$ cat src/hdl/rv_defines.svh
`ifndef RV_DEFINES_SVH
`define RV_DEFINES_SVH

// ##################################################
// core dimensions
// ##################################################

// data path width, one rv32i word.
`define RV_XLEN 32

// architectural register count, x0 included.
`define RV_NREGS 32

`endif

$ cat src/hdl/rv_pkg.sv
`default_nettype none

package rv_pkg;

    // ##################################################
    // major opcodes
    // ##################################################

    typedef enum logic [6:0] {
        OPC_OP     = 7'b0110011,                // register-register alu.
        OPC_OP_IMM = 7'b0010011,                // register-immediate alu.
        OPC_LUI    = 7'b0110111                 // load upper immediate.
    } opcode_e;

    // ##################################################
    // alu operations
    // ##################################################

    typedef enum logic [3:0] {
        ALU_ADD    = 4'd0,
        ALU_SUB    = 4'd1,
        ALU_SLL    = 4'd2,
        ALU_SLT    = 4'd3,                      // signed compare.
        ALU_SLTU   = 4'd4,                      // unsigned compare.
        ALU_XOR    = 4'd5,
        ALU_SRL    = 4'd6,
        ALU_SRA    = 4'd7,
        ALU_OR     = 4'd8,
        ALU_AND    = 4'd9,
        ALU_PASS_B = 4'd10                      // lui, op_b straight through.
    } alu_op_e;

    // ##################################################
    // instruction formats
    // ##################################################

    typedef struct packed {
        logic [6:0] funct7;
        logic [4:0] rs2;
        logic [4:0] rs1;
        logic [2:0] funct3;
        logic [4:0] rd;
        logic [6:0] opcode;
    } r_type_t;

    typedef struct packed {
        logic [11:0] imm12;                     // sign bit at [11].
        logic [4:0]  rs1;
        logic [2:0]  funct3;
        logic [4:0]  rd;
        logic [6:0]  opcode;
    } i_type_t;

    typedef struct packed {
        logic [19:0] imm20;                     // goes to bits 31:12.
        logic [4:0]  rd;
        logic [6:0]  opcode;
    } u_type_t;

    // one word, three views; opcode and rd line up in all of them.
    typedef union packed {
        r_type_t r_type;
        i_type_t i_type;
        u_type_t u_type;
    } instr_u;

endpackage

`default_nettype wire

$ cat src/hdl/exec_if.sv
`default_nettype none

`include "rv_defines.svh"

interface exec_if;
    import rv_pkg::*;

    logic                valid;             // legal op present this cycle.
    alu_op_e             alu_op;            // decoded operation.
    logic [`RV_XLEN-1:0] op_a;              // resolved rs1 value.
    logic [`RV_XLEN-1:0] op_b;              // resolved rs2 or immediate.
    logic [4:0]          rd;                // destination register.

    // decode side drives everything.
    modport issue (
        output valid,
        output alu_op,
        output op_a,
        output op_b,
        output rd
    );

    // execute samples on the rising edge.
    modport exe (
        input valid,
        input alu_op,
        input op_a,
        input op_b,
        input rd
    );

endinterface

`default_nettype wire

$ cat src/hdl/decode_issue.sv
`default_nettype none

`include "rv_defines.svh"

module decode_issue (
    input  wire rv_pkg::instr_u                     instr_i,
    input  wire logic                               instr_valid_i,
    output logic      [$clog2(`RV_NREGS)-1:0]       rs1_o,
    output logic      [$clog2(`RV_NREGS)-1:0]       rs2_o,
    input  wire logic [`RV_XLEN-1:0]                rd1_i,
    input  wire logic [`RV_XLEN-1:0]                rd2_i,
    input  wire logic                               wb_en_i,
    input  wire logic [$clog2(`RV_NREGS)-1:0]       wb_rd_i,
    input  wire logic [`RV_XLEN-1:0]                wb_data_i,
    output logic                                    illegal_o,
    exec_if.issue                                   exe
);
    import rv_pkg::*;

    localparam logic [6:0] F7_BASE = 7'b0000000;    // add, srl, and the rest.
    localparam logic [6:0] F7_ALT  = 7'b0100000;    // sub and sra.

    logic                legal;             // opcode and funct known.
    alu_op_e             alu_op;
    logic                use_imm;           // op_b from immediate.
    logic                zero_a;            // lui ignores rs1.
    logic [`RV_XLEN-1:0] imm;
    logic                fwd_a;
    logic                fwd_b;
    logic [`RV_XLEN-1:0] src_a;
    logic [`RV_XLEN-1:0] src_b;

    // register fields sit at the same bits in every format.
    assign rs1_o = instr_i.r_type.rs1;
    assign rs2_o = instr_i.r_type.rs2;

    // ##################################################
    // decode
    // ##################################################

    always_comb begin
        legal   = 1'b1;
        alu_op  = ALU_ADD;
        use_imm = 1'b0;
        zero_a  = 1'b0;
        imm     = {{(`RV_XLEN-12){instr_i.i_type.imm12[11]}}, instr_i.i_type.imm12};
        case (instr_i.r_type.opcode)
            OPC_OP: begin
                case ({instr_i.r_type.funct7, instr_i.r_type.funct3})
                    {F7_BASE, 3'b000}: alu_op = ALU_ADD;
                    {F7_ALT,  3'b000}: alu_op = ALU_SUB;
                    {F7_BASE, 3'b001}: alu_op = ALU_SLL;
                    {F7_BASE, 3'b010}: alu_op = ALU_SLT;
                    {F7_BASE, 3'b011}: alu_op = ALU_SLTU;
                    {F7_BASE, 3'b100}: alu_op = ALU_XOR;
                    {F7_BASE, 3'b101}: alu_op = ALU_SRL;
                    {F7_ALT,  3'b101}: alu_op = ALU_SRA;
                    {F7_BASE, 3'b110}: alu_op = ALU_OR;
                    {F7_BASE, 3'b111}: alu_op = ALU_AND;
                    default:           legal  = 1'b0;
                endcase
            end
            OPC_OP_IMM: begin
                use_imm = 1'b1;
                case (instr_i.i_type.funct3)
                    3'b000: alu_op = ALU_ADD;
                    3'b010: alu_op = ALU_SLT;
                    3'b011: alu_op = ALU_SLTU;
                    3'b100: alu_op = ALU_XOR;
                    3'b110: alu_op = ALU_OR;
                    3'b111: alu_op = ALU_AND;
                    3'b001: begin
                        alu_op = ALU_SLL;
                        legal  = (instr_i.r_type.funct7 == F7_BASE);    // upper imm bits zero.
                    end
                    default: begin                                      // 3'b101 shifts.
                        if (instr_i.r_type.funct7 == F7_ALT) begin
                            alu_op = ALU_SRA;                           // srai.
                        end else begin
                            alu_op = ALU_SRL;
                            legal  = (instr_i.r_type.funct7 == F7_BASE);
                        end
                    end
                endcase
            end
            OPC_LUI: begin
                alu_op  = ALU_PASS_B;
                use_imm = 1'b1;
                zero_a  = 1'b1;
                imm     = {instr_i.u_type.imm20, {(`RV_XLEN-20){1'b0}}};
            end
            default: legal = 1'b0;                                      // unknown opcode.
        endcase
        exe.valid = instr_valid_i && legal;
        illegal_o = instr_valid_i && !legal;
    end

    // ##################################################
    // operand select and bypass
    // ##################################################

    // result still in execute overrides the bank, never for x0.
    assign fwd_a = wb_en_i && (wb_rd_i != '0) && (wb_rd_i == rs1_o);
    assign fwd_b = wb_en_i && (wb_rd_i != '0) && (wb_rd_i == rs2_o);
    assign src_a = fwd_a ? wb_data_i : rd1_i;
    assign src_b = fwd_b ? wb_data_i : rd2_i;

    assign exe.alu_op = alu_op;
    assign exe.op_a   = zero_a  ? '0  : src_a;
    assign exe.op_b   = use_imm ? imm : src_b;
    assign exe.rd     = instr_i.r_type.rd;

endmodule

`default_nettype wire

$ cat src/hdl/execute.sv
`default_nettype none

`include "rv_defines.svh"

module execute (
    input  wire logic                          clk,
    input  wire logic                          reset,
    exec_if.exe                                exe,
    output logic                               wb_en_o,
    output logic      [$clog2(`RV_NREGS)-1:0]  wb_rd_o,
    output logic      [`RV_XLEN-1:0]           wb_data_o
);
    import rv_pkg::*;

    logic                          valid_q;     // stage occupied.
    alu_op_e                       op_q;
    logic [`RV_XLEN-1:0]           a_q;
    logic [`RV_XLEN-1:0]           b_q;
    logic [$clog2(`RV_NREGS)-1:0]  rd_q;
    logic [4:0]                    shamt;
    logic                          lt_s;
    logic                          lt_u;
    logic [`RV_XLEN-1:0]           result;

    // ##################################################
    // stage register
    // ##################################################

    always_ff @(posedge clk) begin
        if (reset) begin
            valid_q <= 1'b0;
        end else begin
            valid_q <= exe.valid;
        end
    end

    // payload follows the bus every cycle.
    always_ff @(posedge clk) begin
        op_q <= exe.alu_op;
        a_q  <= exe.op_a;
        b_q  <= exe.op_b;
        rd_q <= exe.rd;
    end

    // ##################################################
    // alu
    // ##################################################

    assign shamt = b_q[4:0];                            // low five bits only.
    assign lt_s  = $signed(a_q) < $signed(b_q);
    assign lt_u  = a_q < b_q;

    always_comb begin
        case (op_q)
            ALU_ADD:    result = a_q + b_q;
            ALU_SUB:    result = a_q - b_q;
            ALU_SLL:    result = a_q << shamt;
            ALU_SLT:    result = {{(`RV_XLEN-1){1'b0}}, lt_s};
            ALU_SLTU:   result = {{(`RV_XLEN-1){1'b0}}, lt_u};
            ALU_XOR:    result = a_q ^ b_q;
            ALU_SRL:    result = a_q >> shamt;
            ALU_SRA:    result = $unsigned($signed(a_q) >>> shamt);    // sign fill.
            ALU_OR:     result = a_q | b_q;
            ALU_AND:    result = a_q & b_q;
            ALU_PASS_B: result = b_q;                                   // lui.
            default:    result = '0;
        endcase
    end

    // same values feed the bank write and the bypass.
    assign wb_en_o   = valid_q;
    assign wb_rd_o   = rd_q;
    assign wb_data_o = result;

    a_wb_known: assert property (
        @(posedge clk) disable iff (reset)
        wb_en_o |-> !$isunknown(wb_data_o)
    ) else $error("writeback data unknown");

endmodule

`default_nettype wire

$ cat src/hdl/int_core.sv
`default_nettype none

`include "rv_defines.svh"

module int_core (
    input  wire logic                 clk,
    input  wire logic                 reset,
    input  wire logic [31:0]          instr_i,
    input  wire logic                 instr_valid_i,
    output logic                      illegal_o,
    output logic                      wb_valid_o,
    output logic      [4:0]           wb_rd_o,
    output logic      [`RV_XLEN-1:0]  wb_data_o
);
    import rv_pkg::*;

    instr_u              instr;             // raw word, typed view.
    logic [4:0]          rs1;
    logic [4:0]          rs2;
    logic [`RV_XLEN-1:0] rd1;
    logic [`RV_XLEN-1:0] rd2;
    logic                wb_en;             // writeback bundle from execute.
    logic [4:0]          wb_rd;
    logic [`RV_XLEN-1:0] wb_data;

    assign instr = instr_u'(instr_i);

    exec_if i_exe_if ();

    // ##################################################
    // stages
    // ##################################################

    decode_issue i_decode (
        .instr_i       (instr),
        .instr_valid_i (instr_valid_i),
        .rs1_o         (rs1),
        .rs2_o         (rs2),
        .rd1_i         (rd1),
        .rd2_i         (rd2),
        .wb_en_i       (wb_en),             // bypass source.
        .wb_rd_i       (wb_rd),
        .wb_data_i     (wb_data),
        .illegal_o     (illegal_o),
        .exe           (i_exe_if.issue)
    );

    regbank i_regbank (
        .clk       (clk),
        .reset     (reset),
        .rs1_i     (rs1),
        .rs2_i     (rs2),
        .wr_en_i   (wb_en),                 // commits at end of wb cycle.
        .wr_addr_i (wb_rd),
        .wr_data_i (wb_data),
        .rd1_o     (rd1),
        .rd2_o     (rd2)
    );

    execute i_execute (
        .clk       (clk),
        .reset     (reset),
        .exe       (i_exe_if.exe),
        .wb_en_o   (wb_en),
        .wb_rd_o   (wb_rd),
        .wb_data_o (wb_data)
    );

    assign wb_valid_o = wb_en;
    assign wb_rd_o    = wb_rd;
    assign wb_data_o  = wb_data;

endmodule

`default_nettype wire

$ cat src/hdl/regbank.sv
`default_nettype none

`include "rv_defines.svh"

module regbank (
    input  wire logic                          clk,
    input  wire logic                          reset,
    input  wire logic [$clog2(`RV_NREGS)-1:0]  rs1_i,
    input  wire logic [$clog2(`RV_NREGS)-1:0]  rs2_i,
    input  wire logic                          wr_en_i,
    input  wire logic [$clog2(`RV_NREGS)-1:0]  wr_addr_i,
    input  wire logic [`RV_XLEN-1:0]           wr_data_i,
    output logic      [`RV_XLEN-1:0]           rd1_o,
    output logic      [`RV_XLEN-1:0]           rd2_o
);

    logic [`RV_XLEN-1:0] regs [`RV_NREGS];      // entry 0 stays at reset value.

    // ##################################################
    // write port
    // ##################################################

    always_ff @(posedge clk) begin
        if (reset) begin
            for (int i = 0; i < `RV_NREGS; i++) begin
                regs[i] <= '0;                  // whole bank cleared.
            end
        end else if (wr_en_i && (wr_addr_i != '0)) begin
            regs[wr_addr_i] <= wr_data_i;       // x0 writes dropped.
        end
    end

    // ##################################################
    // read ports
    // ##################################################

    // x0 comes out of storage, held at zero by the write guard.
    assign rd1_o = regs[rs1_i];
    assign rd2_o = regs[rs2_i];

    // x0 reads zero on either port whenever it is selected.
    a_x0_zero: assert property (
        @(posedge clk) disable iff (reset)
        ((rs1_i != '0) || (rd1_o == '0)) && ((rs2_i != '0) || (rd2_o == '0))
    ) else $error("x0 read back nonzero");

endmodule

`default_nettype wire

$ cat config.mk
export PLATFORM = sky130hd
export DESIGN_NAME = int_core
export DESIGN_NICKNAME = d
export VERILOG_FILES = /design/src/hdl/rv_pkg.sv /design/src/hdl/exec_if.sv /design/src/hdl/decode_issue.sv /design/src/hdl/execute.sv /design/src/hdl/int_core.sv /design/src/hdl/regbank.sv
export VERILOG_INCLUDE_DIRS = /design/src /design/src/hdl
export SDC_FILE = /design/constraint.sdc
export NUM_CORES = 2
export LEC_CHECK = 0
export BUFFER_PORTS_ARGS = -buffer_cell sky130_fd_sc_hd__buf_2
export CAP_MARGIN = 20
export CORE_MARGIN = 1
export CORE_UTILIZATION = 50
export DETAILED_ROUTE_END_ITERATION = 7
export PLACE_DENSITY = 0.63
export SYNTH_ARGS = -nofsm -noshare
export SYNTH_HDL_FRONTEND = slang
export SYNTH_SLANG_ARGS = --single-unit
$ cat constraint.sdc
create_clock -name clk -period 9.5 [get_ports clk]
set_input_delay 0.95 -clock clk [delete_from_list [all_inputs] [get_ports clk]]
set_output_delay 0.95 -clock clk [all_outputs]
set_load 0.02 [all_outputs]
-- Word level (Yosys, flattened, before mapping)
Memory sizes are Yosys's and may differ from the RTL's.
Cells that the tools add are included.
W data, S select, Z words.
- memory bits (writable): 1024
- bits of input ports: 35
- ROM bits: 0
- logic and storage cells: 85
- memories kept: 1
- output and inout port bits: 39
- bits in latches: 0
- flip-flop bits (word level): 74
- equal/unequal tests: 31
- shifts and indexed selects: 3
- multipliers: 0
- $lt $le $gt $ge: 2
- reductions and logical operators: 15
- divide/modulo/power cells: 0
- add/subtract/negate cells: 2
- muxes and demuxes: 23
- bitwise logic cells: 3
- memories (memory ; words ; bits a word ; read ports ; clocked after memory_dff ; write ports ; line ; text):
    i_regbank.regs ; 32 ; 32 ; 2 ; 0 ; 32 ; regbank.sv:17 ; logic [`RV_XLEN-1:0] regs [`RV_NREGS];
- operators with widths (cell ; count):
    $pmux W32 S11 ; 1
    $mux W32 ; 4
    $lt A32 B32 Y1 ; 2
    $eq A10 B3 Y1 const B ; 4
    $pmux W4 S9 ; 1
    $add A32 B32 Y32 ; 1
    $and A32 B32 Y32 ; 1
    $or A32 B32 Y32 ; 1
    $reduce_or A32 Y1 ; 1
    $shl A32 B5 Y32 ; 1
    $shr A32 B5 Y32 ; 1
    $sshr A32 B5 Y32 ; 1
    $sub A32 B32 Y32 ; 1
    $xor A32 B32 Y32 ; 1
    $mux W31 ; 1
    $pmux W4 S7 ; 1
    $eq A7 B6 Y1 const B ; 3
    $eq A10 B2 Y1 const B ; 2
    $eq A10 B9 Y1 const B ; 2
    $eq A4 B3 Y1 const B ; 4
    $eq A4 B4 Y1 const B ; 3
    $pmux W4 S3 ; 1
    $mux W1 ; 11
    $eq A10 B1 Y1 const B ; 1
    20 further kinds ; 29

-- Depth between registers and ports, before layout
- depth in word-level cells: 7
- depth in mapped cells: 16
- mapped depth without buffers: 13

-- Cells and area by module
From an unflattened synthesis, not the netlist that was laid out.
- cell total of the unflattened synthesis: 6420
- area, all modules: 68693.4 um2
- by module, submodules not included (module ; instances ; cells an instance ; area each (um2) ; seq. area each (um2)):
    regbank ; 1 ; 4605 ; 55888.6 ; 30749.5
    execute ; 1 ; 1459 ; 10540.1 ; 1481.4
    decode_issue ; 1 ; 356 ; 2264.7 ; 0.0

-- Worst setup path after synthesis
Ideal clock, no wire load.
- path type: register to output
- start point: register i_execute.b_q[2]
- end point: output port wb_data_o[28]
- setup slack: 4.343 ns
- required time: 8.550 ns
- buffers on the path: 5
- arrival time: 4.207 ns
- cell stages (with the launch flop): 17
- cells stage by stage: dfxtp_1 clkbuf_1 inv_2 buf_1 clkbuf_1 ha_1 a21oi_1 o211ai_1 a2111oi_2 o311ai_2 a31o_2 a21oi_2 or3b_1 a22o_1 buf_2 buf_6 inv_1
- cells in the longest elaborated chain, start to end: 2
- elaborated cells on any way between the ends: 6
- classes of those cells: add/sub (2); shift (3); mux (1)
- ends and longest elaborated chain (item ; line ; text):
    start, declared ; execute.sv:18 ; logic [`RV_XLEN-1:0] b_q;
    start signal, assigned ; execute.sv:41 ; b_q <= exe.op_b;
    $sub A32 B32 Y32, or another cell as far along ; execute.sv:56 ; ALU_SUB: result = a_q - b_q;
    $pmux W32 S11 (*) ; execute.sv:54 ; case (op_q)
    end, declared ; int_core.sv:13 ; output logic [`RV_XLEN-1:0] wb_data_o
Mark *: on every way between the ends. The rest lies on a longest branch, timed or not.

-- Worst setup path in the final report
- start point: register i_execute.b_q[2]
- end point: output port wb_data_o[24]
The elaborated chain is that of the path after synthesis.

==> summary.txt <==
Status = finished clean
Vias per cell = 7.25
Crit path from = i_execute.b_q[2]$_DFF_P_
Top FF cell, synth = edfxtp_1
Total wire length = 252000 um
Syn Area/Cell = 13.3 um2
Setup_tns = 0 ps
FF-to-FF Start = i_execute.b_q[2]$_DFF_P_
Die area = 130000 um2
H-tree depth = 3
Fin. max-slew vios = 0
GRT Total Usage = 38.9%
Max-slew headroom = 18.5%
Synth cell types = 100
WL per Instance = 39.0 um
Clock root cell = clkbuf_16
Io pins = 74
Die W = 360 um
Max Root-Sink Buffers = 3
# Max-Cap Violations = 0
CP endpoint kind = primary output
Cell Count Post-Placement = 6250
Share of cells above drive strength 1 = 26.0%
Hold buffers post-CTS = 0
Pwr/cell area = 197 nW/um2
Hold WC Path Type = input pin to register
Final Util = 55.3%
Post-DP HPWL = 150000 um
Layout Nets = 4852
Vias post-DR = 46900
First-pass GRT wire length = 351000 um
Post-layout min period = 6520 ps
CP max FO = 53
Final setup viols = 0
Synth warn = 0
Actual slew at the worst max-slew pin = 1220 ps
Power Total = 13.8 mW
Critical Path AT = 5570 ps
Drt initial violations = 7751
Synthesized flop and latch total = 1098
Layout area overhead = 8.98%
Gate Count Post-Synth = 4834
CTS tree = done
DRC viols = 0
Largest net degree at the start of global routing = 98
WP buf/inv = 4
Family with the most delay on the worst path = compound AO/OA/AOI/OAI gates
EDFF count, synth = 1024
Asr flop ratio synth = 0%
WS Path Type = register to primary output
Leakage = 25.1 nW
Area leader, netlist = edfxtp_1
Req. time, crit path = 8550 ps
Crit-path slowest cell = a21oi_4
Initial antenna violation count = 7
VDD IR max = 149 uV
Post-CTS Repair Setup Buffers = 0
Final hold vios = 0
Post-Synthesis Cell Area = 64100 um2
Delay of the slowest critical-path stage = 780 ps
Post-route insts no fill = 6465
RSZ-0062 raised after global routing = no
Sequential fraction of the synthesis area = 50.3%
Clk slew on worst S/H paths = 70 ps
Antenna-violating nets left = 0
Vias in the first global route = 45600
CP Cell Sequence = buf_4, inv_2, ha_1, a21oi_1, o211ai_1, a2111oi_2, o311ai_2, a31oi_1, o21bai_1, a221o_1, a21oi_4, inv_1, buf_2
Worst skew pair latency = 780 ps
Port Buf Inserts = 73
Post-synth top area share = 48.0%
Core Box Area = 126000 um2
Clock skew = 43.6 ps
Setup WS post-layout = 2980 ps
Total CTS buffers = 115
Starting Density = 50.7%
Setup crit start kind = register
Final period utilization = 68.6%
Synth area leaders = edfxtp_1 (48%), mux4_2 (24%), nor2_1 (6.5%), dfxtp_1 (2.3%), clkbuf_1 (1.9%)
First drt pass iteration count = 6
Max Freq = 153 MHz
Rows = 130
Worst hold start = instr_i[7]
Global placement routability congestion = 1.00
Clk sink count = 1098
GRT Residual Overflow = 0
Pre-CTS WS = 3690 ps
Die Y = 360 um
Post_cts resized = 0
-- kinds of logic after synthesis --
group           synth area share [%]
fa+ha+maj                       1.96
buf+inv                         4.06
compound gates                  7.09
simple gates                    10.1
mux                             26.2
other cells                  0.00585
flops                           50.3
xor+xnor                       0.246
-- synth_stat cells (18+ instances only) --
cell and count:
o221ai_1 30, ha_1 97, a22oi_1 25, buf_2 86, mux4_2 695, a211oi_1 45, clkbuf_1 325, nor3_1 35
mux2i_1 64, nor2_1 1113, o21ai_0 127, inv_1 126, nor4_1 18, nand2_1 154, nand2b_1 55, edfxtp_1 1024
dfxtp_1 74, nor2b_1 35, nand3_1 36, a31oi_1 18, mux2_2 35, buf_1 60, a21oi_1 193
-- report_power, final --
group | internal (mW) | total [mW] | switching, mW
logic | 1.16 | 3.66 | 2.49
clock network | 2.44 | 4.44 | 2.00
registers | 5.48 | 5.66 | 0.181
total | 9.08 | 13.8 | 4.67
-- final cells by class --
class	count	area [um2]
Sequential cell	1098	32200
Clock buffer	142	3010
Inverter	132	495
Antenna cell	1	2.50
Fill cell	10300	56500
Multi-Input combinational cell	3143	29800
Timing Repair Buffer	228	1660
Clock inverter	71	603
Tap cell	1650	2060
-- registers in the layout, summed over array words and instances, names as in the netlist --
register	flops
i_regbank.regs	1024
i_execute.a_q	32
i_execute.wb_en_o	1
i_execute.b_q	32
i_execute.wb_rd_o	5
i_execute.op_q	4
-- path summary, 6_finish.rpt --
check | cells past startpoint | end | slack, ps
max | 13 | wb_data_o[24] | 2980
min | 1 | i_execute.wb_rd_o[0]$_DFF_P_ | 270
max reg2reg | 13 | i_execute.a_q[31]$_SDFF_PP0_ | 4370
min reg2reg | 4 | i_execute.b_q[14]$_DFF_P_ | 1060
-- through the flow --
stage               instance area (um2)  hold WS, ps
CTS                               69800          239
detailed placement                66200         1040
floorplan                         64200          673
global route                      69800          251
global placement                  66200         1010
finish                            69800          269
-- routing by layer --
layer | global-route usage, % | routed length, um | vias to the layer above
li1 | - | - | 18400
met1 | 50.4 | 87400 | 23900
met2 | 59.6 | 114000 | 3759
met3 | 9.31 | 32000 | 845
met4 | 23.3 | 18400 | 6
met5 | 0 | 40 | -
-- placed cells by master (no fill, tap or decap), drive strengths merged, types with 36 or more instances in the layout --
master,n
dfxtp,74
a21oi,200
nor2,1113
buf,228
clkinv,56
nor3,37
mux4,700
o21ai,128
ha,97
nand2,154
nand2b,55
inv,137
edfxtp,1024
mux2i,64
nand3,36
clkbuf,142
a211oi,50
-- worst register-to-register path: stages, from the launching register on --
cell and delay, ps:
dfxtp_2 310, buf_4 520, inv_2 120, ha_1 460, nor2_1 130, o311ai_1 840, nand3_1 340, a21oi_1 390
o41ai_2 170, o31a_1 360, a211oi_1 460, nor3_4 100, buf_4 280, a21oi_1 450
(Power assumes the default switching activity.)
